$ cat src/rv_csr_pkg.sv
// RISC-V machine CSR definitions
`default_nettype none

package rv_csr_pkg;

    // CSR address as found in the instruction's immediate field.
    typedef logic [11:0] csr_addr_t;

    // Machine trap setup.
    localparam csr_addr_t CSR_MSTATUS    = 12'h300;
    localparam csr_addr_t CSR_MISA       = 12'h301;
    localparam csr_addr_t CSR_MEDELEG    = 12'h302;
    localparam csr_addr_t CSR_MIDELEG    = 12'h303;
    localparam csr_addr_t CSR_MIE        = 12'h304;
    localparam csr_addr_t CSR_MTVEC      = 12'h305;
    localparam csr_addr_t CSR_MSTATUSH   = 12'h310;

    // Machine trap handling.
    localparam csr_addr_t CSR_MSCRATCH   = 12'h340;
    localparam csr_addr_t CSR_MEPC       = 12'h341;
    localparam csr_addr_t CSR_MCAUSE     = 12'h342;
    localparam csr_addr_t CSR_MTVAL      = 12'h343;
    localparam csr_addr_t CSR_MIP        = 12'h344;

    // Machine information registers in the read-only range.
    localparam csr_addr_t CSR_MVENDORID  = 12'hf11;
    localparam csr_addr_t CSR_MARCHID    = 12'hf12;
    localparam csr_addr_t CSR_MIMPID     = 12'hf13;
    localparam csr_addr_t CSR_MHARTID    = 12'hf14;
    localparam csr_addr_t CSR_MCONFIGPTR = 12'hf15;

    // MXL of 1 for RV32.
    // Extension bits A (0), C (2), I (8) and M (12).
    localparam logic [31:0] MISA_VALUE = 32'h4000_1105;

    // Registered open-source architecture ID.
    localparam logic [31:0] MARCHID_VALUE = 32'd37;

    // Version 2.1.0.
    // Major in bits 15:8, minor in 7:4, patch in 3:0.
    localparam logic [31:0] MIMPID_VALUE = 32'h0000_0210;

    // CSR write data word.
    // Most registers take the raw word.
    // mcause keeps only the interrupt flag and the cause number.
    typedef union packed {
        logic [31:0] raw;
        struct packed {
            // Set for an interrupt.
            logic        irq;
            // Not stored.
            logic [25:0] rsvd;
            // Exception or interrupt number.
            logic [4:0]  code;
        } mcause;
    } csr_wdata_u;

endpackage

`default_nettype wire

$ cat src/rv_trap_pkg.sv
// RISC-V trap definitions
`default_nettype none

package rv_trap_pkg;

    // Register width.
    localparam int XLEN = 32;

    // Cause number as stored in mcause bits 4:0.
    typedef logic [4:0] cause_t;

    // Synchronous exception codes.
    localparam cause_t ECAUSE_IALIGN   = 5'd0;
    localparam cause_t ECAUSE_IACCESS  = 5'd1;
    localparam cause_t ECAUSE_IILLEGAL = 5'd2;
    localparam cause_t ECAUSE_EBREAK   = 5'd3;
    localparam cause_t ECAUSE_LALIGN   = 5'd4;
    localparam cause_t ECAUSE_LACCESS  = 5'd5;
    localparam cause_t ECAUSE_SALIGN   = 5'd6;
    localparam cause_t ECAUSE_SACCESS  = 5'd7;
    localparam cause_t ECAUSE_M_ECALL  = 5'd11;

    // Platform interrupt lines.
    // Only these lines can ever be pending.
    localparam int IRQ_LO = 16;
    localparam int IRQ_HI = 31;

    // Pending or enable word with one bit per cause number.
    typedef logic [XLEN-1:0] irq_vec_t;

endpackage

`default_nettype wire

$ cat src/csr_apb_port.sv
// APB CSR access port
`timescale 1ns/1ps
`default_nettype none

module csr_apb_port
    import rv_csr_pkg::*;
(
    input  logic        clk,
    input  logic        rst,
    // APB slave side.
    input  csr_addr_t   paddr,
    input  logic        psel,
    input  logic        penable,
    input  logic        pwrite,
    input  logic [31:0] pwdata,
    output logic [31:0] prdata,
    output logic        pready,
    output logic        pslverr,
    // Register file side.
    output csr_addr_t   csr_addr,
    output logic        csr_we,
    output logic        csr_re,
    output logic [31:0] csr_wdata,
    input  logic [31:0] csr_rdata,
    input  logic        csr_exists,
    input  logic        csr_rdonly
);
    // Phase decode.
    logic setup_phase;
    logic access_phase;
    // Access already served for this transfer.
    logic acc_done;
    // Transfer completes this cycle.
    logic xfer;
    // Error result of the current access.
    logic xfer_err;

    assign setup_phase  = psel && !penable;
    assign access_phase = psel && penable;

    // A new setup or an idle bus arms the next access.
    always_ff @(posedge clk) begin
        if (rst) begin
            acc_done <= 1'b0;
        end else if (setup_phase || !psel) begin
            acc_done <= 1'b0;
        end else if (access_phase) begin
            acc_done <= 1'b1;
        end
    end

    // One completion per transfer with no wait states.
    assign xfer   = access_phase && !acc_done;
    assign pready = xfer;

    // Unknown address, or a write into the read-only range.
    assign xfer_err = !csr_exists || (pwrite && csr_rdonly);
    assign pslverr  = xfer && xfer_err;

    // Address and data go straight to the decoder.
    assign csr_addr  = paddr;
    assign csr_wdata = pwdata;

    // Failed writes never reach the registers.
    assign csr_we = xfer && pwrite && !xfer_err;
    assign csr_re = xfer && !pwrite;

    // Read data only for a read that hit a CSR.
    assign prdata = (csr_re && csr_exists) ? csr_rdata : '0;

endmodule

`default_nettype wire

$ cat src/irq_arbiter.sv
// Interrupt and trap arbiter
`timescale 1ns/1ps
`default_nettype none

module irq_arbiter
    import rv_trap_pkg::*;
#(
    // Cycles MIE must be stable before an interrupt is taken.
    parameter int mie_settle = 2
) (
    input  logic                clk,
    input  logic                rst,
    input  logic [IRQ_HI:IRQ_LO] irq,
    input  logic                retire_valid,
    input  logic                trap_req,
    input  cause_t              trap_cause,
    input  logic                mie_en,
    input  irq_vec_t            irq_mie,
    output irq_vec_t            irq_pending,
    output logic                take_trap,
    output logic                take_irq,
    output cause_t              take_cause
);
    // Pending lines that are also enabled.
    irq_vec_t                irq_masked;
    // Any enabled line pending.
    logic                    irq_hit;
    // Lowest pending line number.
    cause_t                  irq_cause;
    // MIE history with the newest sample in bit 0.
    logic [mie_settle-1:0]   mie_hist;
    // MIE stable long enough.
    logic                    irq_en;

    // Pin sampling.
    // Lines outside the platform range stay clear.
    always_ff @(posedge clk) begin
        if (rst) begin
            irq_pending <= '0;
        end else begin
            irq_pending                <= '0;
            irq_pending[IRQ_HI:IRQ_LO] <= irq;
        end
    end

    assign irq_masked = irq_pending & irq_mie;
    assign irq_hit    = |irq_masked[IRQ_HI:IRQ_LO];

    // Priority pick.
    // Scan downwards so the lowest line is the last match.
    always_comb begin
        irq_cause = '0;
        for (int i = IRQ_HI; i >= IRQ_LO; i--) begin
            if (irq_masked[i]) begin
                irq_cause = cause_t'(i);
            end
        end
    end

    // MIE settling.
    always_ff @(posedge clk) begin
        if (rst) begin
            mie_hist <= '0;
        end else begin
            mie_hist <= (mie_hist << 1) | mie_settle'(mie_en);
        end
    end

    assign irq_en = (&mie_hist) && mie_en;

    // Dispatch at retire.
    // An interrupt pre-empts the retiring instruction's own trap.
    assign take_irq   = retire_valid && irq_en && irq_hit;
    assign take_trap  = retire_valid && trap_req && !take_irq;
    assign take_cause = take_irq ? irq_cause : trap_cause;

endmodule

`default_nettype wire

$ cat src/csr_regfile.sv
// Machine-mode CSR register file
`timescale 1ns/1ps
`default_nettype none

module csr_regfile
    import rv_csr_pkg::*;
    import rv_trap_pkg::*;
#(
    // Value reported through mhartid.
    parameter logic [31:0] hart_id = 32'h0000_0000
) (
    input  logic            clk,
    input  logic            rst,
    // CSR access.
    input  csr_addr_t       csr_addr,
    input  logic            csr_we,
    input  logic            csr_re,
    input  csr_wdata_u      csr_wdata,
    output logic [XLEN-1:0] csr_rdata,
    output logic            csr_exists,
    output logic            csr_rdonly,
    // Trap and return events.
    input  logic            take_trap,
    input  logic            take_irq,
    input  cause_t          take_cause,
    input  logic [XLEN-1:0] trap_epc,
    input  logic [XLEN-1:0] trap_inst,
    input  logic [XLEN-1:0] trap_vaddr,
    input  logic            mret_req,
    input  irq_vec_t        irq_pending,
    // Status to the arbiter and redirect.
    output logic            mie_en,
    output irq_vec_t        irq_mie,
    output logic            redirect_valid,
    output logic [XLEN-1:0] redirect_pc
);
    // mstatus fields.
    // MPP is fixed to machine.
    logic              mstatus_mie;
    logic              mstatus_mpie;
    irq_vec_t          mie_q;
    logic [XLEN-1:2]   mtvec_q;
    logic [XLEN-1:0]   mscratch_q;
    logic [XLEN-1:1]   mepc_q;
    logic              mcause_int;
    cause_t            mcause_no;
    logic [XLEN-1:0]   mtval_q;
    // Trap or interrupt accepted.
    logic              trap_any;
    // CSR write that no event overrides.
    logic              wr_en;
    // Trap value for the current cause.
    logic [XLEN-1:0]   tval_sel;
    // Read mux output.
    logic [XLEN-1:0]   rd_mux;

    assign trap_any = take_trap || take_irq;
    assign wr_en    = csr_we && !trap_any && !mret_req;

    // Trap value by cause.
    always_comb begin
        tval_sel = '0;
        if (!take_irq) begin
            case (take_cause)
                ECAUSE_IALIGN, ECAUSE_IACCESS:   tval_sel = trap_epc;
                ECAUSE_IILLEGAL:                 tval_sel = trap_inst;
                ECAUSE_LALIGN, ECAUSE_LACCESS:   tval_sel = trap_vaddr;
                ECAUSE_SALIGN, ECAUSE_SACCESS:   tval_sel = trap_vaddr;
                ECAUSE_EBREAK, ECAUSE_M_ECALL:   tval_sel = '0;
                default:                         tval_sel = '0;
            endcase
        end
    end

    // Control CSRs.
    always_ff @(posedge clk) begin
        if (rst) begin
            mstatus_mie  <= 1'b0;
            mstatus_mpie <= 1'b0;
            mie_q        <= '0;
            mtvec_q      <= '0;
            mcause_int   <= 1'b0;
            mcause_no    <= '0;
        end else if (trap_any) begin
            // Stack the enable and record the cause.
            mstatus_mpie <= mstatus_mie;
            mstatus_mie  <= 1'b0;
            mcause_int   <= take_irq;
            mcause_no    <= take_cause;
        end else if (mret_req) begin
            // Unstack the enable.
            mstatus_mie  <= mstatus_mpie;
            mstatus_mpie <= 1'b1;
        end else if (wr_en) begin
            case (csr_addr)
                CSR_MSTATUS: begin
                    mstatus_mie  <= csr_wdata.raw[3];
                    mstatus_mpie <= csr_wdata.raw[7];
                end
                CSR_MIE:    mie_q   <= csr_wdata.raw;
                CSR_MTVEC:  mtvec_q <= csr_wdata.raw[XLEN-1:2];
                CSR_MCAUSE: begin
                    mcause_int <= csr_wdata.mcause.irq;
                    mcause_no  <= csr_wdata.mcause.code;
                end
                default: ;
            endcase
        end
    end

    // Data CSRs.
    always_ff @(posedge clk) begin
        if (trap_any) begin
            mepc_q  <= trap_epc[XLEN-1:1];
            mtval_q <= tval_sel;
        end else if (wr_en) begin
            case (csr_addr)
                CSR_MSCRATCH: mscratch_q <= csr_wdata.raw;
                CSR_MEPC:     mepc_q     <= csr_wdata.raw[XLEN-1:1];
                CSR_MTVAL:    mtval_q    <= csr_wdata.raw;
                default: ;
            endcase
        end
    end

    // Read decode.
    always_comb begin
        rd_mux     = '0;
        csr_exists = 1'b1;
        case (csr_addr)
            CSR_MSTATUS:   rd_mux = {19'b0, 2'b11, 3'b0, mstatus_mpie, 3'b0, mstatus_mie, 3'b0};
            CSR_MISA:      rd_mux = MISA_VALUE;
            CSR_MEDELEG, CSR_MIDELEG, CSR_MSTATUSH: rd_mux = '0;
            CSR_MIE:       rd_mux = mie_q;
            CSR_MTVEC:     rd_mux = {mtvec_q, 2'b00};
            CSR_MIP:       rd_mux = irq_pending;
            CSR_MSCRATCH:  rd_mux = mscratch_q;
            CSR_MEPC:      rd_mux = {mepc_q, 1'b0};
            CSR_MCAUSE:    rd_mux = {mcause_int, {(XLEN-6){1'b0}}, mcause_no};
            CSR_MTVAL:     rd_mux = mtval_q;
            CSR_MVENDORID, CSR_MCONFIGPTR: rd_mux = '0;
            CSR_MARCHID:   rd_mux = MARCHID_VALUE;
            CSR_MIMPID:    rd_mux = MIMPID_VALUE;
            CSR_MHARTID:   rd_mux = hart_id;
            default:       csr_exists = 1'b0;
        endcase
    end

    assign csr_rdata  = csr_re ? rd_mux : '0;
    // Top two address bits set marks a read-only CSR.
    assign csr_rdonly = (csr_addr[11:10] == 2'b11);

    // Status out to the arbiter.
    assign mie_en  = mstatus_mie;
    assign irq_mie = mie_q;

    // Trap vector wins over the return address.
    assign redirect_valid = trap_any || mret_req;
    assign redirect_pc    = trap_any ? {mtvec_q, 2'b00} : {mepc_q, 1'b0};

endmodule

`default_nettype wire

$ cat src/trap_unit_top.sv
// Trap unit top level
`timescale 1ns/1ps
`default_nettype none

module trap_unit_top
    import rv_csr_pkg::*;
    import rv_trap_pkg::*;
#(
    parameter logic [31:0] hart_id    = 32'h0000_0000,
    parameter int          mie_settle = 2
) (
    input  logic                 clk,
    input  logic                 rst,
    // APB CSR port.
    input  csr_addr_t            paddr,
    input  logic                 psel,
    input  logic                 penable,
    input  logic                 pwrite,
    input  logic [XLEN-1:0]      pwdata,
    output logic [XLEN-1:0]      prdata,
    output logic                 pready,
    output logic                 pslverr,
    // Retire-stage events.
    input  logic                 retire_valid,
    input  logic                 trap_req,
    input  cause_t               trap_cause,
    input  logic [XLEN-1:0]      trap_epc,
    input  logic [XLEN-1:0]      trap_inst,
    input  logic [XLEN-1:0]      trap_vaddr,
    input  logic                 mret_req,
    input  logic [IRQ_HI:IRQ_LO] irq,
    // Fetch redirect.
    output logic                 redirect_valid,
    output logic [XLEN-1:0]      redirect_pc,
    output logic                 irq_taken
);
    // Port to register file.
    csr_addr_t       csr_addr;
    logic            csr_we;
    logic            csr_re;
    logic [XLEN-1:0] csr_wdata;
    logic [XLEN-1:0] csr_rdata;
    logic            csr_exists;
    logic            csr_rdonly;
    // Arbiter and register file.
    irq_vec_t        irq_pending;
    irq_vec_t        irq_mie;
    logic            mie_en;
    logic            take_trap;
    logic            take_irq;
    cause_t          take_cause;

    csr_apb_port i_apb (
        .clk(clk), .rst(rst),
        .paddr(paddr), .psel(psel), .penable(penable), .pwrite(pwrite),
        .pwdata(pwdata), .prdata(prdata), .pready(pready), .pslverr(pslverr),
        .csr_addr(csr_addr), .csr_we(csr_we), .csr_re(csr_re), .csr_wdata(csr_wdata),
        .csr_rdata(csr_rdata), .csr_exists(csr_exists), .csr_rdonly(csr_rdonly)
    );

    irq_arbiter #(.mie_settle(mie_settle)) i_arb (
        .clk(clk), .rst(rst), .irq(irq),
        .retire_valid(retire_valid), .trap_req(trap_req), .trap_cause(trap_cause),
        .mie_en(mie_en), .irq_mie(irq_mie), .irq_pending(irq_pending),
        .take_trap(take_trap), .take_irq(take_irq), .take_cause(take_cause)
    );

    csr_regfile #(.hart_id(hart_id)) i_csr (
        .clk(clk), .rst(rst),
        .csr_addr(csr_addr), .csr_we(csr_we), .csr_re(csr_re), .csr_wdata(csr_wdata),
        .csr_rdata(csr_rdata), .csr_exists(csr_exists), .csr_rdonly(csr_rdonly),
        .take_trap(take_trap), .take_irq(take_irq), .take_cause(take_cause),
        .trap_epc(trap_epc), .trap_inst(trap_inst), .trap_vaddr(trap_vaddr),
        .mret_req(mret_req), .irq_pending(irq_pending),
        .mie_en(mie_en), .irq_mie(irq_mie),
        .redirect_valid(redirect_valid), .redirect_pc(redirect_pc)
    );

    // Interrupt marker for the pipeline.
    assign irq_taken = take_irq;

endmodule

`default_nettype wire

$ cat config.mk
export PLATFORM = sky130hd
export DESIGN_NAME = trap_unit_top
export DESIGN_NICKNAME = d
export VERILOG_FILES = /design/src/rv_csr_pkg.sv /design/src/rv_trap_pkg.sv /design/src/csr_apb_port.sv /design/src/irq_arbiter.sv /design/src/csr_regfile.sv /design/src/trap_unit_top.sv
export SDC_FILE = /design/constraint.sdc
export NUM_CORES = 1
export LEC_CHECK = 0
export BUFFER_PORTS_ARGS = -buffer_cell sky130_fd_sc_hd__buf_2
export CAP_MARGIN = 20
export CORE_ASPECT_RATIO = 1.4
export CORE_MARGIN = 1
export CORE_UTILIZATION = 48
export DETAILED_ROUTE_END_ITERATION = 16
export PLACE_DENSITY = 0.78
export SKIP_LAST_GASP = 1
export SLEW_MARGIN = 20
export SYNTH_ARGS = -nofsm -noshare
export SYNTH_HDL_FRONTEND = slang
export SYNTH_SLANG_ARGS = --single-unit
export TNS_END_PERCENT = 50
$ cat constraint.sdc
create_clock -name clk -period 4.35 [get_ports clk]
set_clock_uncertainty 0.15 [all_clocks]
set_input_delay 0.2175 -clock clk [delete_from_list [all_inputs] [get_ports clk]]
set_output_delay 0.2175 -clock clk [all_outputs]
set_load 0.02 [all_outputs]
# Word level (Yosys, flattened, before mapping)
# Cells that the tools add are included.
[totals]
inputBits = 169
word_cells = 140
output_inout_bits = 68
regBits = 200
[op_classes]
n_eq_ne = 25
bitwise_logic = 4
muxes = 45
n_reduce_logical = 53
[op_table]
columns = ["cell", "count"]
rows = [
  ["case mux 32 bit (11 select lines)", 1],
  ["2-to-1 mux 32 bit", 7],
  ["equality test 12 x 10 -> 1 bit (second input constant)", 12],
  ["2-to-1 mux 5 bit", 21],
  ["case mux 32 bit (3 select lines)", 1],
  ["2-to-1 mux 31 bit", 3],
  ["equality test 12 bit (second input constant)", 5],
  ["bitwise AND 32 bit", 1],
  ["equality test 5 x 3 -> 1 bit (second input constant)", 4],
  ["OR reduction 17 bit", 1],
  ["logical AND 1 bit", 16],
  ["OR reduction 16 bit", 1],
  ["2-to-1 mux 1 bit", 12],
  ["nonzero test 2 bit", 6],
  ["AND reduction 2 bit", 5],
  ["zero test 1 bit", 9],
  ["AND reduction 4 bit", 2],
  ["AND reduction 3 bit", 2],
  ["nonzero test 3 bit", 2],
  ["OR reduction 2 bit", 3],
  ["equality test 5 x 1 -> 1 bit (second input constant)", 1],
  ["equality test 5 x 2 -> 1 bit (second input constant)", 1],
  ["zero test 5 bit", 1],
  ["logical OR 1 bit", 4],
  ["other kinds (5)", 6],
]

# Depth between registers and ports, before layout
[logic_depth]
depth_word = 23
mapped_depth = 10

# By module
# A second synthesis with hierarchy kept.
[unflattened]
hier_cells = 1143
hier_area_um2 = 10169.8
[modules_own_cells]
columns = ["mod", "area_per_inst_um2", "instances", "cells_per_inst"]
rows = [
  ["csr_regfile", 8544.4, 1, 948],
  ["irq_arbiter", 959.7, 1, 103],
  ["csr_apb_port", 665.6, 1, 92],
]

# Least setup slack after synthesis
# Ideal clock, no wire load.
[synth_path]
path_kind = "input to register"
startpoint = "in paddr[7]"
endpoint = "reg i_csr.mtval_q[0] (enable)"
arrival_ns = 4.058
stages = 6
t_required_ns = 3.730
setup_ns = 0.470
path_buffers = 0
setup_slack_ns = -0.328
path_cell_list = "nand4bb_1 -> nor4_1 -> a31o_2 -> a211oi_1 -> or2_2 -> o31ai_1"
[synth_between]
elab_chain_cells = 11
[synth_lines]
columns = ["item", "line", "rtl"]
rows = [
  ["from (decl)", "trap_unit_top.sv:15", "input csr_addr_t paddr,"],
  ["equality test 12 x 10 -> 1 bit (tied with other cells)", "csr_regfile.sv:130", "case (csr_addr)"],
  ["OR reduction 17 bit (no line)", "n/a", ""],
  ["2-to-1 mux 1 bit", "csr_regfile.sv:130", ""],
  ["zero test 1 bit", "csr_apb_port.sv:57", "assign xfer_err = !csr_exists || (pwrite && csr_rdonly);"],
  ["logical OR 1 bit", "csr_apb_port.sv:57", ""],
  ["zero test 1 bit", "csr_apb_port.sv:65", "assign csr_we = xfer && pwrite && !xfer_err;"],
  ["logical AND 1 bit", "csr_apb_port.sv:65", ""],
  ["logical AND 1 bit (2 in series)", "csr_regfile.sv:58", "assign wr_en = csr_we && !trap_any && !mret_req;"],
  ["nonzero test 2 bit (no line)", "n/a", ""],
  ["AND reduction 2 bit (no line) *", "n/a", ""],
  ["to (signal assigned)", "csr_regfile.sv:115", "mtval_q <= tval_sel;"],
  ["to (signal assigned)", "csr_regfile.sv:120", "CSR_MTVAL: mtval_q <= csr_wdata.raw;"],
  ["to (decl)", "csr_regfile.sv:47", "logic [XLEN-1:0] mtval_q;"],
]
# Every way passes the cells marked *; elsewhere a longest branch is shown, timed or not.
# A chain may end at the register's enable or synchronous reset.

# Final worst setup path
[layout_path]
startpoint = "reg i_csr.mie_q[29] (netlist: i_csr.irq_mie[29])"
endpoint = "out redirect_pc[16]"
[layout_between]
elab_chain_cells = 7
[layout_lines]
columns = ["item", "line", "rtl"]
rows = [
  ["from (decl)", "csr_regfile.sv:41", "irq_vec_t mie_q;"],
  ["from (signal assigned)", "csr_regfile.sv:100", "CSR_MIE: mie_q <= csr_wdata.raw;"],
  ["bitwise AND 32 bit *", "irq_arbiter.sv:46", "assign irq_masked = irq_pending & irq_mie;"],
  ["OR reduction 16 bit *", "irq_arbiter.sv:47", "assign irq_hit = |irq_masked[IRQ_HI:IRQ_LO];"],
  ["logical AND 1 bit *", "irq_arbiter.sv:73", "assign take_irq = retire_valid && irq_en && irq_hit;"],
  ["zero test 1 bit", "n/a", ""],
  ["logical AND 1 bit", "irq_arbiter.sv:74", "assign take_trap = retire_valid && trap_req && !take_irq;"],
  ["logical OR 1 bit *", "csr_regfile.sv:57", "assign trap_any = take_trap || take_irq;"],
  ["2-to-1 mux 32 bit *", "csr_regfile.sv:159", "assign redirect_pc = trap_any ? {mtvec_q, 2'b00} : {mepc_q, 1'b0};"],
  ["to (decl)", "trap_unit_top.sv:34", "output logic [XLEN-1:0] redirect_pc,"],
]
# Marks and branches as above.

==> results by group <==
Run status
  • Status: completed

Timing
  • Fmax: 278.5 MHz
  • Least-Margin Pin Slew: 1.072 ns
  • Endpoints failing hold: 0
  • RSZ-0062 raised after global routing: false
  • Fin crit period: 3.591 ns
  • Slew Limit Fails: 0
  • Setup violations, final: 0
  • Rel. slew slack: 27.53%
  • Period utilization: 82.55%
  • Hold_ws: 0.006920 ns

Synth
  • Seq/Total Area, Yosys: 50.73%
  • Synth Register Bits: 184
  • Number of flops mapped to enable cells by yosys: 95
  • Mean post-synth cell area: 8.835 sq um
  • Mapped cell area: 9135 sq um
  • Top cell type's share of synthesized area: 31.23%
  • Mapped Cells: 1,034
  • Top cell type by total area after synthesis: edfxtp_1
  • Ys async rst share: 0%
  • Syn_nets: 1,203
  • Distinct cells, synth: 58
  • Synth warnings: 0
  • Most used DFF post-synth: edfxtp_1
  • Synth area leaders: edfxtp_1 (31%), dfxtp_1 (20%), nand2_1 (14%)

Floorplanning
  • Die area: 19,590 sq um
  • Die X: 118.6 um
  • Rows: 59
  • Die Y: 165.2 um
  • I/O pin total: 237
  • Core ar.: 18,600 sq um
  • Initial Util: 49.11%

Cells and area
  • Area Overhead vs Synth: 32.45%
  • Fin nets: 1,495
  • Share of cells above drive strength 1: 24.65%
  • Utilization of the core after routing: 65.04%
  • Non-filler cells, final: 1,587
  • Most common cell after layout, fill and taps aside: nand2_1
  • Most frequent cells in the layout: nand2_1 (345), buf_2 (235), edfxtp_1 (95)

Route
  • WL final: 33.08 mm
  • Via density: 6.212
  • Antenna Nets Post-Route: 0
  • Routed vias: 9,858
  • Average wire per cell in the routed design: 20.84 um
  • # DRC: 0
  • TritonRoute pass-1 iters: 9
  • Drt initial violations: 1,161

Place
  • Hpwl dp: 20.72 mm
  • RD Place Congestion: 0.8757
  • Port Buffers: 235
  • Post-Place Cells: 1,463

Clocking
  • Clock slew at reported path FFs: 0.07 ns
  • Maximum buffer depth of the clock tree: 2
  • CTS tree: done
  • Cts repair resizes: 0
  • CTS H-tree lvls: 4
  • Sink Count: 184
  • CTS buffer count: 17
  • # Post-CTS Setup Buffers: 0
  • Root Buffer: clkbuf_16
  • Hold_buf cts: 88
  • Worst-Skew Late Latency: 0.43 ns

Setup path
  • Reg2reg setup slack: 1.20 ns
  • CP max FO: 49
  • WP data required: 3.98 ns
  • Worst path arrival time: 3.22 ns
  • Crit path capture type: primary output
  • Crit path kind: flop to primary output
  • CP startpoint kind: flop

Global routing
  • Total gr overflow: 0
  • Initial antenna violation count: 5
  • Largest net degree at the start of global routing: 50
  • First-pass GRT wire length: 49.96 mm
  • GRT Overall Usage: 33.27%
  • Vias in the first global route: 9,589

Run
  • Max-cap violation count: 0

Power
  • Worst vdd ir: 0.2042 mV
  • Total leakage power: 4.654 nW
  • Power per standard cell area: 320.1 nW/um^2

Worst hold path
  • Hold crit path type: input pin to flop
==> cell type report <==
class | count | area, sq um
antenna | 4 | 10.01
multi-input combinational | 762 | 4257
timing repair buffer | 351 | 2292
tap | 244 | 305.3
clock inverter | 15 | 137.6
sequential | 184 | 4634
fill | 1538 | 6504
inverter | 10 | 37.54
clock buffer | 17 | 425.4
==> per-layer routing <==
| metal | wire, um | share of wire [%] | global-route usage, % |
|---|---|---|---|
| met5 | 10 | 0.030 | 0 |
| met1 | 11890 | 36 | 39.37 |
| met2 | 16040 | 48 | 56.19 |
| met4 | 1952 | 5.9 | 21.40 |
| met3 | 3181 | 9.6 | 5.666 |
==> Yosys cell counts (all sizes together) (13+ instances only) <==
master,number
buf,15
a2bb2oi,33
a22oi,57
o21ai,43
nor2b,21
a222oi,37
nand2,346
dfxtp,89
edfxtp,95
clkbuf,63
a21oi,91
a31oi,13
nor3,14
nor2,22
==> critical path, stage by stage, from the launching register on <==
cell	delay, ns
dfxtp_1	0.37
a22oi_1	0.24
a41oi_1	0.22
nor2_2	0.45
inv_2	0.21
nor2_4	0.59
buf_12	0.34
nand2_1	0.09
nand2_1	0.08
buf_2	0.18
==> registers in the layout, indices dropped and copies added, names as in the netlist <==
register and flops:
i_csr.mstatus_mpie 1, i_csr.mscratch_q 32, i_apb.acc_done 1, i_arb.irq_pending 16, i_csr.mie_en 1, i_csr.mtval_q 32
i_csr.mcause_no 5, i_csr.irq_mie 32, i_csr.mcause_int 1, i_csr.mtvec_q 30, i_arb.mie_hist 2, i_csr.mepc_q 31
==> path summary, 6_finish.rpt <==
| kind | startpoint | to | depth (start not counted) |
|---|---|---|---|
| worst max-delay path | i_csr.irq_mie[29] | redirect_pc[16] | 9 |
| worst min-delay path | trap_vaddr[14] | i_csr.mtval_q[14] | 3 |
| worst max register to register | i_csr.irq_mie[29] | i_csr.mtval_q[1] | 7 |
| worst min register to register | i_csr.irq_mie[10] | i_csr.irq_mie[10] | 2 |
==> logic make-up (layout without fill, tap and decap cells) <==
| kind of cell | after synthesis | in the layout | synth area share (%) |
|---|---|---|---|
| AND/OR/NAND/NOR | 444 | 444 | 20.64 |
| AO/OA/AOI/OAI | 305 | 305 | 23.46 |
| flip-flops | 184 | 184 | 50.73 |
| buffers and inverters | 88 | 393 | 3.767 |
| multiplexers | 12 | 12 | 1.356 |
| other | 1 | 5 | 0.04105 |
==> stage by stage <==
stage / power, mW / TNS (ns) / setup WS, ns / area [sq um]
after floorplan: 2.153 / -5.041 / -0.1575 / 9145
after global placement: 2.344 / 0 / 1.030 / 10640
after detailed placement: 2.352 / 0 / 1.008 / 10640
after CTS: 3.861 / 0 / 0.8417 / 12080
after global routing: 3.980 / 0 / 0.5825 / 12090
final: 3.873 / 0 / 0.7590 / 12100
==> power by group <==
| group | switching [mW] | internal (mW) |
|---|---|---|
| combinational | 0.267 | 0.201 |
| clock | 0.726 | 0.757 |
| sequential | 0.0330 | 1.89 |
Note: power is estimated with default switching activity, not from simulation.
